--- src/common/safe_defs.svh ---
// Fabric-wide constants shared by RTL and testbench.
// Voting and pairing assume exactly three harts; SAFE_NHARTS is not free to change.
// SAFE_LOCKSTEP_DELAY must be at least 1.
`ifndef SAFE_DEFS_SVH
`define SAFE_DEFS_SVH

// Hart count, fixed by the TMR voter
`define SAFE_NHARTS 3

// Memory bus widths
`define SAFE_ADDR_W 32
`define SAFE_DATA_W 32

// Cycles the DMR partner trails the master
`define SAFE_LOCKSTEP_DELAY 2

// RISC-V WFI encoding, fed to the parked hart
`define SAFE_WFI_INSN 32'h1050_0073

`endif

--- src/common/safe_mode_pkg.sv ---
// Operating mode and hart index types.
// Index values at or above SAFE_NHARTS are illegal and never produced by the fabric.
`include "safe_defs.svh"

package safe_mode_pkg;

  // Fabric operating modes
  typedef enum logic [1:0] {
    MODE_INDEP = 2'd0,
    MODE_TMR   = 2'd1,
    MODE_DMR   = 2'd2
  } fabric_mode_e;

  // Hart index, 0 to SAFE_NHARTS-1
  typedef logic [$clog2(`SAFE_NHARTS)-1:0] hart_idx_t;

endpackage

--- src/common/safe_bus_pkg.sv ---
// Memory bus field types.
// The opcode is the bus write-enable bit.
`include "safe_defs.svh"

package safe_bus_pkg;

  typedef logic [`SAFE_ADDR_W-1:0] addr_t;
  typedef logic [`SAFE_DATA_W-1:0] data_t;

  // Write enable of the bus
  typedef enum logic {
    OP_READ  = 1'b0,
    OP_WRITE = 1'b1
  } bus_op_e;

endpackage

--- src/verilog/safe_mode_fsm.sv ---
// Commits requested mode and master only in a cycle where every hart sleeps.
// Illegal mode or master requests are ignored and the old value holds.
`timescale 1ns/1ps
`include "safe_defs.svh"

module safe_mode_fsm
  import safe_mode_pkg::*;
(
  input  logic                    clk_i,
  input  logic                    rst_ni,
  input  fabric_mode_e            mode_req_i,
  input  hart_idx_t               master_req_i,
  input  logic [`SAFE_NHARTS-1:0] sleep_i,
  output fabric_mode_e            mode_o,
  output hart_idx_t               master_o
);

  fabric_mode_e state_q;
  fabric_mode_e state_d;
  hart_idx_t    master_q;
  hart_idx_t    master_d;
  logic         all_sleep;

  // Roles may only change between instructions
  assign all_sleep = &sleep_i;

  always_comb begin
    state_d  = state_q;
    master_d = master_q;
    if (all_sleep) begin
      case (mode_req_i)
        MODE_INDEP: state_d = MODE_INDEP;
        MODE_TMR:   state_d = MODE_TMR;
        MODE_DMR:   state_d = MODE_DMR;
        default:    state_d = state_q;
      endcase
      if (master_req_i < hart_idx_t'(`SAFE_NHARTS)) begin
        master_d = master_req_i;
      end
    end
  end

  always_ff @(posedge clk_i or negedge rst_ni) begin
    if (!rst_ni) begin
      state_q  <= MODE_INDEP;
      master_q <= '0;
    end else begin
      state_q  <= state_d;
      master_q <= master_d;
    end
  end

  assign mode_o   = state_q;
  assign master_o = master_q;

endmodule

--- src/lockstep/lockstep_fill_counter.sv ---
// Flags when the lockstep delay line holds history from the current DMR session.
// Clears as soon as the fabric leaves DMR.
`timescale 1ns/1ps
`include "safe_defs.svh"

module lockstep_fill_counter
  import safe_mode_pkg::*;
(
  input  logic         clk_i,
  input  logic         rst_ni,
  input  fabric_mode_e mode_i,
  output logic         fill_done_o
);

  localparam int unsigned FILL_CNT = `SAFE_LOCKSTEP_DELAY;
  localparam int unsigned CNT_W    = $clog2(FILL_CNT + 1);

  logic [CNT_W-1:0] cnt_q;

  // Saturates at the delay depth
  always_ff @(posedge clk_i or negedge rst_ni) begin
    if (!rst_ni) begin
      cnt_q <= '0;
    end else if (mode_i != MODE_DMR) begin
      cnt_q <= '0;
    end else if (cnt_q != CNT_W'(FILL_CNT)) begin
      cnt_q <= cnt_q + 1'b1;
    end
  end

  assign fill_done_o = (cnt_q == CNT_W'(FILL_CNT));

endmodule

--- src/lockstep/lockstep_delay_line.sv ---
// Delays the master's request and response by SAFE_LOCKSTEP_DELAY cycles.
// Stages only advance while shift_i is high; output is stale until refilled.
`timescale 1ns/1ps
`include "safe_defs.svh"

module lockstep_delay_line
  import safe_bus_pkg::*;
(
  input  logic    clk_i,
  input  logic    rst_ni,
  input  logic    shift_i,
  input  logic    lead_req_i,
  input  bus_op_e lead_op_i,
  input  addr_t   lead_addr_i,
  input  data_t   lead_wdata_i,
  input  logic    lead_gnt_i,
  input  logic    lead_rvalid_i,
  input  data_t   lead_rdata_i,
  output logic    dly_req_o,
  output bus_op_e dly_op_o,
  output addr_t   dly_addr_o,
  output data_t   dly_wdata_o,
  output logic    dly_gnt_o,
  output logic    dly_rvalid_o,
  output data_t   dly_rdata_o
);

  localparam int unsigned DEPTH = `SAFE_LOCKSTEP_DELAY;

  // Request stages
  logic  [DEPTH-1:0] req_q;
  logic  [DEPTH-1:0] op_q;
  addr_t [DEPTH-1:0] addr_q;
  data_t [DEPTH-1:0] wdata_q;
  // Response stages
  logic  [DEPTH-1:0] gnt_q;
  logic  [DEPTH-1:0] rvalid_q;
  data_t [DEPTH-1:0] rdata_q;

  always_ff @(posedge clk_i or negedge rst_ni) begin
    if (!rst_ni) begin
      req_q    <= '0;
      op_q     <= '0;
      addr_q   <= '0;
      wdata_q  <= '0;
      gnt_q    <= '0;
      rvalid_q <= '0;
      rdata_q  <= '0;
    end else if (shift_i) begin
      req_q[0]    <= lead_req_i;
      op_q[0]     <= lead_op_i;
      addr_q[0]   <= lead_addr_i;
      wdata_q[0]  <= lead_wdata_i;
      gnt_q[0]    <= lead_gnt_i;
      rvalid_q[0] <= lead_rvalid_i;
      rdata_q[0]  <= lead_rdata_i;
      for (int i = 1; i < DEPTH; i++) begin
        req_q[i]    <= req_q[i-1];
        op_q[i]     <= op_q[i-1];
        addr_q[i]   <= addr_q[i-1];
        wdata_q[i]  <= wdata_q[i-1];
        gnt_q[i]    <= gnt_q[i-1];
        rvalid_q[i] <= rvalid_q[i-1];
        rdata_q[i]  <= rdata_q[i-1];
      end
    end
  end

  assign dly_req_o    = req_q[DEPTH-1];
  assign dly_op_o     = bus_op_e'(op_q[DEPTH-1]);
  assign dly_addr_o   = addr_q[DEPTH-1];
  assign dly_wdata_o  = wdata_q[DEPTH-1];
  assign dly_gnt_o    = gnt_q[DEPTH-1];
  assign dly_rvalid_o = rvalid_q[DEPTH-1];
  assign dly_rdata_o  = rdata_q[DEPTH-1];

endmodule

--- src/verilog/redundancy_checker.sv ---
// TMR majority vote with mismatch flag, and DMR partner-versus-delayed-master compare.
// All request fields are compared, including address and data while req is low.
`timescale 1ns/1ps
`include "safe_defs.svh"

module redundancy_checker
  import safe_mode_pkg::*;
  import safe_bus_pkg::*;
(
  input  fabric_mode_e                     mode_i,
  input  logic                             fill_done_i,
  input  logic    [`SAFE_NHARTS-1:0]       core_req_i,
  input  bus_op_e [`SAFE_NHARTS-1:0]       core_op_i,
  input  addr_t   [`SAFE_NHARTS-1:0]       core_addr_i,
  input  data_t   [`SAFE_NHARTS-1:0]       core_wdata_i,
  input  hart_idx_t                        partner_i,
  input  logic                             dly_req_i,
  input  bus_op_e                          dly_op_i,
  input  addr_t                            dly_addr_i,
  input  data_t                            dly_wdata_i,
  output logic                             vote_req_o,
  output bus_op_e                          vote_op_o,
  output addr_t                            vote_addr_o,
  output data_t                            vote_wdata_o,
  output logic                             tmr_error_o,
  output logic                             dmr_error_o
);

  localparam int unsigned REQ_W = 2 + `SAFE_ADDR_W + `SAFE_DATA_W;

  logic [`SAFE_NHARTS-1:0][REQ_W-1:0] req_word;
  logic [REQ_W-1:0]                   dly_word;
  logic                               tmr_mismatch;
  logic                               dmr_mismatch;

  // Flatten each hart's request for whole-word compare
  for (genvar i = 0; i < `SAFE_NHARTS; i++) begin : gen_word
    assign req_word[i] = {core_req_i[i], core_op_i[i], core_addr_i[i], core_wdata_i[i]};
  end
  assign dly_word = {dly_req_i, dly_op_i, dly_addr_i, dly_wdata_i};

  // Bitwise 2-of-3 per field
  assign vote_req_o   = (core_req_i[0] & core_req_i[1]) | (core_req_i[0] & core_req_i[2])
                      | (core_req_i[1] & core_req_i[2]);
  assign vote_op_o    = bus_op_e'((core_op_i[0] & core_op_i[1]) | (core_op_i[0] & core_op_i[2])
                      | (core_op_i[1] & core_op_i[2]));
  assign vote_addr_o  = (core_addr_i[0] & core_addr_i[1]) | (core_addr_i[0] & core_addr_i[2])
                      | (core_addr_i[1] & core_addr_i[2]);
  assign vote_wdata_o = (core_wdata_i[0] & core_wdata_i[1]) | (core_wdata_i[0] & core_wdata_i[2])
                      | (core_wdata_i[1] & core_wdata_i[2]);

  assign tmr_mismatch = (req_word[0] != req_word[1]) || (req_word[1] != req_word[2]);
  assign tmr_error_o  = (mode_i == MODE_TMR) && tmr_mismatch;

  // Partner must replay what the master issued SAFE_LOCKSTEP_DELAY cycles ago
  assign dmr_mismatch = (req_word[partner_i] != dly_word);
  assign dmr_error_o  = (mode_i == MODE_DMR) && fill_done_i && dmr_mismatch;

endmodule

--- src/verilog/hart_bus_router.sv ---
// Steers hart buses onto memory ports by mode; unused ports keep req low.
// In DMR the partner is master+1 and the parked hart master+2, both modulo 3.
// The parked responder drops pending rvalids when the mode changes.
`timescale 1ns/1ps
`include "safe_defs.svh"

module hart_bus_router
  import safe_mode_pkg::*;
  import safe_bus_pkg::*;
(
  input  logic                         clk_i,
  input  logic                         rst_ni,
  input  fabric_mode_e                 mode_i,
  input  hart_idx_t                    master_i,
  input  logic    [`SAFE_NHARTS-1:0]   core_req_i,
  input  bus_op_e [`SAFE_NHARTS-1:0]   core_op_i,
  input  addr_t   [`SAFE_NHARTS-1:0]   core_addr_i,
  input  data_t   [`SAFE_NHARTS-1:0]   core_wdata_i,
  output logic    [`SAFE_NHARTS-1:0]   core_gnt_o,
  output logic    [`SAFE_NHARTS-1:0]   core_rvalid_o,
  output data_t   [`SAFE_NHARTS-1:0]   core_rdata_o,
  output logic    [`SAFE_NHARTS-1:0]   mem_req_o,
  output bus_op_e [`SAFE_NHARTS-1:0]   mem_op_o,
  output addr_t   [`SAFE_NHARTS-1:0]   mem_addr_o,
  output data_t   [`SAFE_NHARTS-1:0]   mem_wdata_o,
  input  logic    [`SAFE_NHARTS-1:0]   mem_gnt_i,
  input  logic    [`SAFE_NHARTS-1:0]   mem_rvalid_i,
  input  data_t   [`SAFE_NHARTS-1:0]   mem_rdata_i,
  input  logic                         vote_req_i,
  input  bus_op_e                      vote_op_i,
  input  addr_t                        vote_addr_i,
  input  data_t                        vote_wdata_i,
  input  logic                         dly_gnt_i,
  input  logic                         dly_rvalid_i,
  input  data_t                        dly_rdata_i,
  output hart_idx_t                    partner_o
);

  hart_idx_t partner;
  hart_idx_t parked;
  logic      park_rvalid_q;

  assign partner = (master_i == hart_idx_t'(`SAFE_NHARTS - 1)) ? '0
                                                               : master_i + hart_idx_t'(1);
  assign parked  = (master_i == '0) ? hart_idx_t'(`SAFE_NHARTS - 1)
                                    : master_i - hart_idx_t'(1);
  assign partner_o = partner;

  // Parked hart: every request granted at once, rvalid next cycle
  always_ff @(posedge clk_i or negedge rst_ni) begin
    if (!rst_ni) begin
      park_rvalid_q <= 1'b0;
    end else begin
      park_rvalid_q <= (mode_i == MODE_DMR) && core_req_i[parked];
    end
  end

  always_comb begin
    for (int i = 0; i < `SAFE_NHARTS; i++) begin
      mem_req_o[i]     = 1'b0;
      mem_op_o[i]      = OP_READ;
      mem_addr_o[i]    = '0;
      mem_wdata_o[i]   = '0;
      core_gnt_o[i]    = mem_gnt_i[i];
      core_rvalid_o[i] = mem_rvalid_i[i];
      core_rdata_o[i]  = mem_rdata_i[i];
    end
    case (mode_i)
      MODE_TMR: begin
        mem_req_o[master_i]   = vote_req_i;
        mem_op_o[master_i]    = vote_op_i;
        mem_addr_o[master_i]  = vote_addr_i;
        mem_wdata_o[master_i] = vote_wdata_i;
        // All three harts see the master port's response
        for (int i = 0; i < `SAFE_NHARTS; i++) begin
          core_gnt_o[i]    = mem_gnt_i[master_i];
          core_rvalid_o[i] = mem_rvalid_i[master_i];
          core_rdata_o[i]  = mem_rdata_i[master_i];
        end
      end
      MODE_DMR: begin
        mem_req_o[master_i]   = core_req_i[master_i];
        mem_op_o[master_i]    = core_op_i[master_i];
        mem_addr_o[master_i]  = core_addr_i[master_i];
        mem_wdata_o[master_i] = core_wdata_i[master_i];
        // Partner trails the master through the delay line
        core_gnt_o[partner]    = dly_gnt_i;
        core_rvalid_o[partner] = dly_rvalid_i;
        core_rdata_o[partner]  = dly_rdata_i;
        core_gnt_o[parked]     = core_req_i[parked];
        core_rvalid_o[parked]  = park_rvalid_q;
        core_rdata_o[parked]   = `SAFE_WFI_INSN;
      end
      default: begin
        // Independent harts, one port each
        for (int i = 0; i < `SAFE_NHARTS; i++) begin
          mem_req_o[i]   = core_req_i[i];
          mem_op_o[i]    = core_op_i[i];
          mem_addr_o[i]  = core_addr_i[i];
          mem_wdata_o[i] = core_wdata_i[i];
        end
      end
    endcase
  end

endmodule

--- src/verilog/safe_bus_fabric.sv ---
// Bus fabric for three harts in independent, TMR or delayed DMR operation.
// Mode and master change only while all harts sleep, one cycle after the request.
`timescale 1ns/1ps
`include "safe_defs.svh"

module safe_bus_fabric
  import safe_mode_pkg::*;
  import safe_bus_pkg::*;
(
  input  logic                       clk_i,
  input  logic                       rst_ni,
  input  logic    [`SAFE_NHARTS-1:0] core_req_i,
  input  bus_op_e [`SAFE_NHARTS-1:0] core_op_i,
  input  addr_t   [`SAFE_NHARTS-1:0] core_addr_i,
  input  data_t   [`SAFE_NHARTS-1:0] core_wdata_i,
  output logic    [`SAFE_NHARTS-1:0] core_gnt_o,
  output logic    [`SAFE_NHARTS-1:0] core_rvalid_o,
  output data_t   [`SAFE_NHARTS-1:0] core_rdata_o,
  output logic    [`SAFE_NHARTS-1:0] mem_req_o,
  output bus_op_e [`SAFE_NHARTS-1:0] mem_op_o,
  output addr_t   [`SAFE_NHARTS-1:0] mem_addr_o,
  output data_t   [`SAFE_NHARTS-1:0] mem_wdata_o,
  input  logic    [`SAFE_NHARTS-1:0] mem_gnt_i,
  input  logic    [`SAFE_NHARTS-1:0] mem_rvalid_i,
  input  data_t   [`SAFE_NHARTS-1:0] mem_rdata_i,
  input  fabric_mode_e               mode_req_i,
  input  hart_idx_t                  master_req_i,
  input  logic    [`SAFE_NHARTS-1:0] sleep_i,
  output fabric_mode_e               mode_o,
  output hart_idx_t                  master_o,
  output logic                       tmr_error_o,
  output logic                       dmr_error_o
);

  fabric_mode_e mode_s;
  hart_idx_t    master_s;
  hart_idx_t    partner_s;
  logic         fill_done_s;
  logic         vote_req_s;
  bus_op_e      vote_op_s;
  addr_t        vote_addr_s;
  data_t        vote_wdata_s;
  logic         dly_req_s;
  bus_op_e      dly_op_s;
  addr_t        dly_addr_s;
  data_t        dly_wdata_s;
  logic         dly_gnt_s;
  logic         dly_rvalid_s;
  data_t        dly_rdata_s;

  safe_mode_fsm u_fsm (
    .clk_i,
    .rst_ni,
    .mode_req_i,
    .master_req_i,
    .sleep_i,
    .mode_o   (mode_s),
    .master_o (master_s)
  );

  lockstep_fill_counter u_fill (
    .clk_i,
    .rst_ni,
    .mode_i      (mode_s),
    .fill_done_o (fill_done_s)
  );

  // Master's own bus feeds the delay line
  lockstep_delay_line u_delay (
    .clk_i,
    .rst_ni,
    .shift_i       (mode_s == MODE_DMR),
    .lead_req_i    (core_req_i[master_s]),
    .lead_op_i     (core_op_i[master_s]),
    .lead_addr_i   (core_addr_i[master_s]),
    .lead_wdata_i  (core_wdata_i[master_s]),
    .lead_gnt_i    (mem_gnt_i[master_s]),
    .lead_rvalid_i (mem_rvalid_i[master_s]),
    .lead_rdata_i  (mem_rdata_i[master_s]),
    .dly_req_o     (dly_req_s),
    .dly_op_o      (dly_op_s),
    .dly_addr_o    (dly_addr_s),
    .dly_wdata_o   (dly_wdata_s),
    .dly_gnt_o     (dly_gnt_s),
    .dly_rvalid_o  (dly_rvalid_s),
    .dly_rdata_o   (dly_rdata_s)
  );

  redundancy_checker u_check (
    .mode_i       (mode_s),
    .fill_done_i  (fill_done_s),
    .core_req_i,
    .core_op_i,
    .core_addr_i,
    .core_wdata_i,
    .partner_i    (partner_s),
    .dly_req_i    (dly_req_s),
    .dly_op_i     (dly_op_s),
    .dly_addr_i   (dly_addr_s),
    .dly_wdata_i  (dly_wdata_s),
    .vote_req_o   (vote_req_s),
    .vote_op_o    (vote_op_s),
    .vote_addr_o  (vote_addr_s),
    .vote_wdata_o (vote_wdata_s),
    .tmr_error_o,
    .dmr_error_o
  );

  hart_bus_router u_router (
    .clk_i,
    .rst_ni,
    .mode_i        (mode_s),
    .master_i      (master_s),
    .core_req_i,
    .core_op_i,
    .core_addr_i,
    .core_wdata_i,
    .core_gnt_o,
    .core_rvalid_o,
    .core_rdata_o,
    .mem_req_o,
    .mem_op_o,
    .mem_addr_o,
    .mem_wdata_o,
    .mem_gnt_i,
    .mem_rvalid_i,
    .mem_rdata_i,
    .vote_req_i    (vote_req_s),
    .vote_op_i     (vote_op_s),
    .vote_addr_i   (vote_addr_s),
    .vote_wdata_i  (vote_wdata_s),
    .dly_gnt_i     (dly_gnt_s),
    .dly_rvalid_i  (dly_rvalid_s),
    .dly_rdata_i   (dly_rdata_s),
    .partner_o     (partner_s)
  );

  assign mode_o   = mode_s;
  assign master_o = master_s;

endmodule

--- config.mk ---
export PLATFORM = sky130hd
export DESIGN_NAME = safe_bus_fabric
export DESIGN_NICKNAME = d
export VERILOG_FILES = /design/src/common/safe_mode_pkg.sv /design/src/common/safe_bus_pkg.sv /design/src/verilog/safe_mode_fsm.sv /design/src/lockstep/lockstep_fill_counter.sv /design/src/lockstep/lockstep_delay_line.sv /design/src/verilog/redundancy_checker.sv /design/src/verilog/hart_bus_router.sv /design/src/verilog/safe_bus_fabric.sv
export VERILOG_INCLUDE_DIRS = /design/src /design/src/common
export SDC_FILE = /design/constraint.sdc
export NUM_CORES = 1
export LEC_CHECK = 0
export BUFFER_PORTS_ARGS = -buffer_cell sky130_fd_sc_hd__buf_4
export CORE_AREA = 2 2 243 245
export DETAILED_ROUTE_END_ITERATION = 8
export DIE_AREA = 0 0 245 247
export GPL_TIMING_DRIVEN = 1
export PLACE_DENSITY = 0.72
export SLEW_MARGIN = 30
export SYNTH_ARGS = -nofsm -noshare
export SYNTH_HDL_FRONTEND = slang
export SYNTH_HIERARCHICAL = 1
export SYNTH_SLANG_ARGS = --single-unit
--- constraint.sdc ---
create_clock -name clk_i -period 3.09 [get_ports clk_i]
set_clock_uncertainty 0.1 [all_clocks]
set_input_delay 0.1545 -clock clk_i [delete_from_list [all_inputs] [get_ports clk_i]]
set_output_delay 0.1545 -clock clk_i [all_outputs]
set_load 0.05 [all_outputs]
==> impl_metrics.tcl, run 1 <==
set metrics [dict create \
    cts_root_buffer "clkbuf_16" \
    synth_nets 2812 \
    cts.sinks 207 \
    path_max_fanout 6 \
    cp_common_cell "buf_12" \
    synth_seq_cells 207 \
    synth_edf_count 0 \
    clock_latency_ns 0.55 \
    grt_first_pass_wirelength_mm 141 \
    die_area_um2 60500 \
    tns_ns -5.02 \
    clock.fmax_mhz 275 \
    htree_levels 1 \
    io_buffers 614 \
    routed_wl_mm 96.8 \
    finalSetupViolations 85 \
    status "complete, but fails checks" \
    multiInputGateArea_um2 15700 \
    via_per_inst 6.01 \
    syn_area_per_cell_um2 9.55 \
    grt_pass1_vias 22343 \
    wire_per_inst_um 25.6 \
    final-hold-violation-count 0 \
    drt-initial-drc-count 1861 \
    cp.required_ns 2.84 \
    regArea_um2 5190 \
    drtPass1Iterations 6 \
    fin_ws_ns -0.549 \
    period_minus_slack_ns 3.64 \
    dpl.hpwl_mm 68.7 \
    violations "setup timing" \
    worstMarginPinSlew_ns 0.898 \
    yosysTopAreaCell "dfrtp_1" \
    syn_area_um2 22600 \
    die_x_um 245 \
    cts_buffers 25 \
    synth.top_cell.area_share 0.230 \
    syn2layout_area_growth_pct 35.0 \
    period_share 1.18 \
    start_util 0.387 \
    drcViolationCount 0 \
    rows 89 \
    irDropWorstVdd_v 0.000654 \
    rsz0062_at_grt "true" \
    hold_path.class "in2reg" \
    worst-setup-path-type "reg2out" \
    drive_gt1_frac 0.361 \
    grt_max_degree 112 \
    crit_path_max_incr_delay_ns 0.51 \
    dieHeight_um 247 \
    cp-start-kind "register" \
    worst_slew_margin_rel 0.401 \
    synthTopCellsByArea "dfrtp_1, mux2i_1, mux2_2" \
    fill_cells 5309 \
    post-place-ws_ns -0.263 \
    gr-usage-all-layers 0.302 \
    cts_tree "done" \
    ys_types 60 \
    core_um2 58200 \
    max_cap_violations 0 \
    grt-ovfl-total 0 \
    nNetsFinal 3440 \
    cp-end-kind "primary output" \
    ys.flop_type "dfrtp_1" \
    crit_chain "inv_2, ha_4, nor2b_4, buf_12, buf_12, o2bb2ai_2, xor2_1, nor4_4, nand4_1, nor3_2, buf_4, a211oi_4, buf_6" \
    power_density_nw_per_um2 837 \
    synth_async_sr_flop_share 1.00 \
    vias 22752 \
    yosysSeqAreaShare 0.230 \
    worstPathArrival_ns 3.38 \
    power_leakage_uw 0.0139 \
    crit_slowest_cell "dfrtp_4" \
    clk_pin_slew_ns 0.06 \
    clock_path_buffers 3 \
    gp_congestion 0.934 \
    report.final.slew_viol_count 0 \
    antenna_found_initial 9 \
    drtAntennaViolNets 0 \
    syn_inst 2362 \
    io_pins 615 \
    yosysWarningCount 6 \
]
-- registers in the layout, summed over array words and instances, names as in the netlist --
name                    flops
u_delay/gnt_q               2
u_delay/wdata_q            32
u_delay/op_q                2
u_delay/dly_wdata_o        32
u_delay/addr_q             32
u_router/park_rvalid_q      1
u_delay/rdata_q            32
u_delay/rvalid_q            2
u_fsm/master_o              2
u_delay/dly_rdata_o        32
u_fill/cnt_q                2
u_delay/dly_addr_o         32
u_fsm/mode_o                2
u_delay/req_q               2
-- cell families after synthesis --
kind of cell	Yosys count	synth area share
AO/OA/AOI/OAI	702	0.232
multiplexers	544	0.260
AND/OR/NAND/NOR	397	0.0796
buffers and inverters	304	0.0943
flip-flops	207	0.230
adder cells (fa/ha/maj)	141	0.0782
XOR/XNOR	67	0.0260
-- power by group --
group	total, µW	internal (µW)	switching, µW
Combinational	17500	6550	11000
Sequential	4920	4020	902
Clock	3060	1810	1260
Total	25500	12400	13100
-- cell usage after synthesis (all sizes together), types with 6 or more instances --
cell / n
o2bb2ai: 217
xor2: 61
o21a: 10
nand4: 12
o22ai: 10
a211o: 75
nand2: 267
xnor2: 6
mux2: 225
a221o: 71
clkbuf: 89
a22oi: 6
and2: 9
nor2: 24
ha: 141
mux2i: 319
nor2b: 13
o21ai: 233
a22o: 6
dfrtp: 207
inv: 14
buf: 200
nand3b: 8
nor4: 48
a21oi: 44
a2bb2oi: 16
-- routing by layer --
layer / track usage / vias up / share of wire
li1: - / 10181 / -
met3: 0.0461 / 255 / 0.076
met1: 0.353 / 11058 / 0.37
met2: 0.533 / 1254 / 0.49
met5: 0 / - / 0.00028
met4: 0.159 / 4 / 0.054
-- layout by cell type, fill, tap and decap left out, types with 12 or more instances in the layout --
| cell | netlist | final |
|---|---|---|
| a21oi_1 | 43 | 43 |
| clkbuf_16 | 0 | 27 |
| nor4_1 | 48 | 34 |
| mux2i_1 | 310 | 308 |
| nor2_1 | 24 | 23 |
| nand2_1 | 266 | 263 |
| buf_4 | 108 | 676 |
| dfrtp_1 | 207 | 205 |
| o21ai_1 | 97 | 158 |
| o2bb2ai_2 | 9 | 19 |
| mux2_2 | 218 | 218 |
| xor2_1 | 61 | 54 |
| a211o_1 | 75 | 75 |
| o21ai_0 | 135 | 72 |
| ha_1 | 141 | 138 |
| o2bb2ai_1 | 208 | 197 |
| buf_12 | 3 | 24 |
| a221o_1 | 71 | 71 |
| nand4_1 | 12 | 12 |
| dlygate4sd3_1 | 0 | 169 |
-- worst max-delay path, delay by kind of cell, from the launching register on --
kind / cells / cell delay, ns
buffers and inverters: 5 / 0.70
and+or+nand+nor: 4 / 1.09
xor gates and xnor gates: 1 / 0.11
AOI/OAI and AO/OA: 2 / 0.18
DFF: 1 / 0.51
adders and majority gates: 1 / 0.23
-- stage by stage --
step                      cells  utilization  hold slack [ns]  cell area [µm²]  total power, µW
after floorplan            2362            -           -0.241            22600            17200
after global placement     3544        0.467           0.0687            27200            21100
after detailed placement   3545        0.467           0.0704            27200            21300
after CTS                  3774        0.519         0.000490            30200            25100
after global routing       3783        0.523           0.0201            30400            26600
final                      3783        0.523           0.0187            30400            25500
-- cell type report --
cell class,instances,area share
Multi-Input combinational cell,1851,0.517
Sequential cell,207,0.170
Antenna cell,4,0.000329
Clock inverter,10,0.00456
Tap cell,773,0.0318
Inverter,15,0.00201
Timing Repair Buffer,890,0.252
Clock buffer,33,0.0225
-- final timing paths --
path,startpoint,end,slack (ns),cells past startpoint
worst max-delay path,u_fsm/master_o[0]$_DFFE_PN0P_,dmr_error_o,-0.55,13
worst min-delay path,sleep_i[2],u_fsm/master_o[0]$_DFFE_PN0P_,0.02,3
worst max register to register,u_fsm/master_o[1]$_DFFE_PN0P_,u_delay/rdata_q[8]$_DFFE_PN0P_,0.24,7
worst min register to register,u_delay/rdata_q[29]$_DFFE_PN0P_,u_delay/dly_rdata_o[29]$_DFFE_PN0P_,0.39,1
max in group asynchronous,rst_ni,u_delay/dly_rdata_o[13]$_DFFE_PN0P_,1.91,3
min in group asynchronous,rst_ni,u_delay/wdata_q[21]$_DFFE_PN0P_,0.07,2
-- repair_timing --
| action | CTS | global route |
|---|---|---|
| hold endpoints to repair | 201 | 1 |
| gates cloned | 4 | 2 |
| resized for setup | 43 | 26 |
| setup buffers | 17 | 1 |
| pin swaps | 26 | 10 |
| hold buffers | 167 | 2 |
| endpoints found under the setup margin | 119 | 285 |
No activity file was read; power rests on OpenSTA's default activity.
==> inputs of run 2 (changes only) <==
--- a/config.mk
+++ b/config.mk
@@ -7,11 +7,10 @@
 export NUM_CORES = 1
 export LEC_CHECK = 0
 export BUFFER_PORTS_ARGS = -buffer_cell sky130_fd_sc_hd__buf_4
-export CORE_AREA = 2 2 243 245
+export CORE_UTILIZATION = 40
 export DETAILED_ROUTE_END_ITERATION = 8
-export DIE_AREA = 0 0 245 247
 export GPL_TIMING_DRIVEN = 1
-export PLACE_DENSITY = 0.72
+export PLACE_DENSITY = 0.74
 export SLEW_MARGIN = 30
 export SYNTH_ARGS = -nofsm -noshare
 export SYNTH_HDL_FRONTEND = slang
==> constraint.sdc (replaced) <==
create_clock -name clk_i -period 3.09 [get_ports clk_i]
set_clock_uncertainty 0.1 [all_clocks]
set_input_delay 0.309 -clock clk_i [delete_from_list [all_inputs] [get_ports clk_i]]
set_output_delay 0.309 -clock clk_i [all_outputs]
set_load 0.05 [all_outputs]
==> impl_metrics.tcl, run 2 (synthesis results as in run 1) <==
set metrics [dict create \
    status "complete, but fails checks" \
    violations "DRC, setup timing" \
    crit_slowest_cell "dfrtp_4" \
    drive_gt1_frac 0.417 \
    p_comb_frac 0.708 \
    worst_slew_margin_rel 0.497 \
    r2r_setup_slack_ns 0.87 \
    worstMarginPinSlew_ns 0.748 \
    power_density_nw_per_um2 875 \
    max_cap_violations 0 \
    irDropWorstVdd_v 0.000507 \
    cts_tree "done" \
    nNetsFinal 3378 \
    antenna_found_initial 18 \
    vias 23172 \
    cp-start-kind "register" \
    cp.required_ns 2.68 \
    rsz0062_at_grt "true" \
    io_buffers 614 \
    report.final.slew_viol_count 0 \
    period_minus_slack_ns 3.70 \
    cts_root_buffer "clkbuf_16" \
    rows 86 \
    core_um2 55400 \
    startpoint "u_fsm/master_o[0]$_DFFE_PN0P_" \
    hold_path.class "in2reg" \
    gr-usage-all-layers 0.332 \
    dpl.hpwl_mm 71.9 \
    routed_wl_mm 103 \
    die_area_um2 57300 \
    r2r_start "u_fsm/mode_o[1]$_DFFE_PN0P_" \
    internal_power_uw 13000 \
    period_share 1.20 \
    clockPowerShare 0.108 \
    clk_pin_slew_ns 0.06 \
    fin_ws_ns -0.609 \
    power.share.switching 0.516 \
    place_area_um2 27700 \
    clock_path_buffers 3 \
    most-common-layout-cells "buf_4, mux2i_1, nand2_1, mux2_2, o2bb2ai_1" \
    power_leakage_uw 0.0140 \
    final_cell_area_um2 30700 \
    htree_levels 1 \
    dieHeight_um 239 \
    cts.sinks 207 \
    r2r-end "u_delay/dly_addr_o[20]$_DFFE_PN0P_" \
    cp-end-kind "primary output" \
    worst-setup-path-type "reg2out" \
    die_x_um 239 \
    gp_congestion 0.975 \
    drtPass1Iterations 7 \
    via_per_inst 6.25 \
    clock.fmax_mhz 270 \
    tns_ns -40.54 \
    syn2layout_area_growth_pct 36.0 \
    worst-r2r-cell-count 4 \
    endpoint "dmr_error_o" \
    grt_max_degree 139 \
    grt_pass1_vias 22753 \
    finalSetupViolations 298 \
    crit_path_max_incr_delay_ns 0.50 \
    drtAntennaViolNets 0 \
    seq_power_share 0.184 \
    cts_buffers 25 \
    final-hold-violation-count 0 \
    hold_depth 3 \
    cp_common_cell "buf_12" \
    start_util 0.407 \
    io_pins 615 \
    worstPathArrival_ns 3.29 \
    drcViolationCount 2 \
    grt_first_pass_wirelength_mm 145 \
    wire_per_inst_um 27.7 \
    final_common_cell "buf_4" \
    grt-ovfl-total 0 \
    crit_chain "ha_4, buf_12, nor2b_4, buf_12, buf_4, o2bb2ai_1, xor2_1, nor4_2, nand4_1, nor3_2, a211oi_4, buf_6" \
    path_max_fanout 10 \
    drt-initial-drc-count 2317 \
    switching_power_uw 13800 \
    clock_latency_ns 0.57 \
]
-- run 2: cell count changes in the layout (fill, tap and decap cells not counted), moves of 11 or more --
| cell | before | now |
|---|---|---|
| o21ai_2 | 2 | 21 |
| a21oi_2 | 1 | 25 |
| buf_4 | 676 | 619 |
| dlygate4sd3_1 | 169 | 5 |
| buf_6 | 7 | 132 |
| diode_2 | 4 | 15 |
| o21ai_0 | 72 | 11 |
| o21ai_1 | 158 | 199 |
| buf_12 | 24 | 35 |
| a21oi_1 | 43 | 19 |
-- run 2: metal layers --
layer  GRT usage  part of all wire  wire length (µm)  vias up
met5           0           0.00040                41        -
met2       0.570              0.48             49600     1426
met4       0.196             0.062              6330        6
li1            -                 -                 -    10103
met1       0.391              0.38             38800    11316
met3      0.0526             0.076              7810      321
-- run 2: timing repair --
| item | 4_1_cts | 5_1_grt |
|---|---|---|
| hold buffers | 5 | 0 |
| resized for setup | 153 | 135 |
| setup endpoints to repair | 301 | 302 |
| gates cloned | 14 | 9 |
| buffers inserted | 22 | 22 |
| endpoints found under the hold margin | 78 | 0 |
| pin swaps | 25 | 33 |
-- run 2: worst min path at each step --
stage / from / slack (ns) / endpoint
3_3_place_gp: rst_ni / 0.27 / u_delay/wdata_q[23]$_DFFE_PN0P_
5_1_grt: mem_rdata_i[32] / 0.02 / u_delay/rdata_q[0]$_DFFE_PN0P_
2_1_floorplan: rst_ni / -0.09 / u_delay/addr_q[0]$_DFFE_PN0P_
4_1_cts: mem_rdata_i[42] / 0.0001 / u_delay/rdata_q[10]$_DFFE_PN0P_
6_report: mem_rdata_i[32] / 0.02 / u_delay/rdata_q[0]$_DFFE_PN0P_
3_5_place_dp: rst_ni / 0.28 / u_delay/wdata_q[23]$_DFFE_PN0P_
-- run 2: layout make-up --
type	instances	area, µm²
diodes	15	37.5
clock buffers	37	731
flip-flops and latches	207	5190
clock inverters	7	60.1
fillers	4751	24700
repair buffers	824	7730
inverters	15	62.6
multi-input cells	1855	15900
well taps	748	936
-- run 2: critical path, delay by kind of cell, from the launching register on --
kind                     cells  cell delay [ns]
buffers and inverters        4             0.64
flip-flops                   1             0.50
AO/OA/AOI/OAI                2             0.48
XOR/XNOR                     1             0.38
AND/OR/NAND/NOR              4             0.52
adder cells (fa/ha/maj)      1             0.19
-- run 2: power by group through the flow --
stage	sequential, µW	clock [µW]	combinational [µW]
2_1_floorplan	4530	0	12700
3_3_place_gp	4830	0	16700
3_5_place_dp	4930	0	16900
4_1_cts	4890	2940	18000
5_1_grt	5070	3040	19700
6_report	4940	2890	19000
-- run 2: through the flow --
stage / hold WS, ns / total power [µW] / util / std cells / worst slack (ns)
CTS: 0.000120 / 25800 / 0.538 / 3666 / -0.560
finish: 0.0201 / 26800 / 0.554 / 3708 / -0.609
global route: 0.0158 / 27800 / 0.554 / 3707 / -0.685
global placement: 0.266 / 21500 / 0.500 / 3581 / -0.324
floorplan: -0.0866 / 17300 / - / 2362 / -0.220
detailed placement: 0.278 / 21800 / 0.501 / 3581 / -0.335
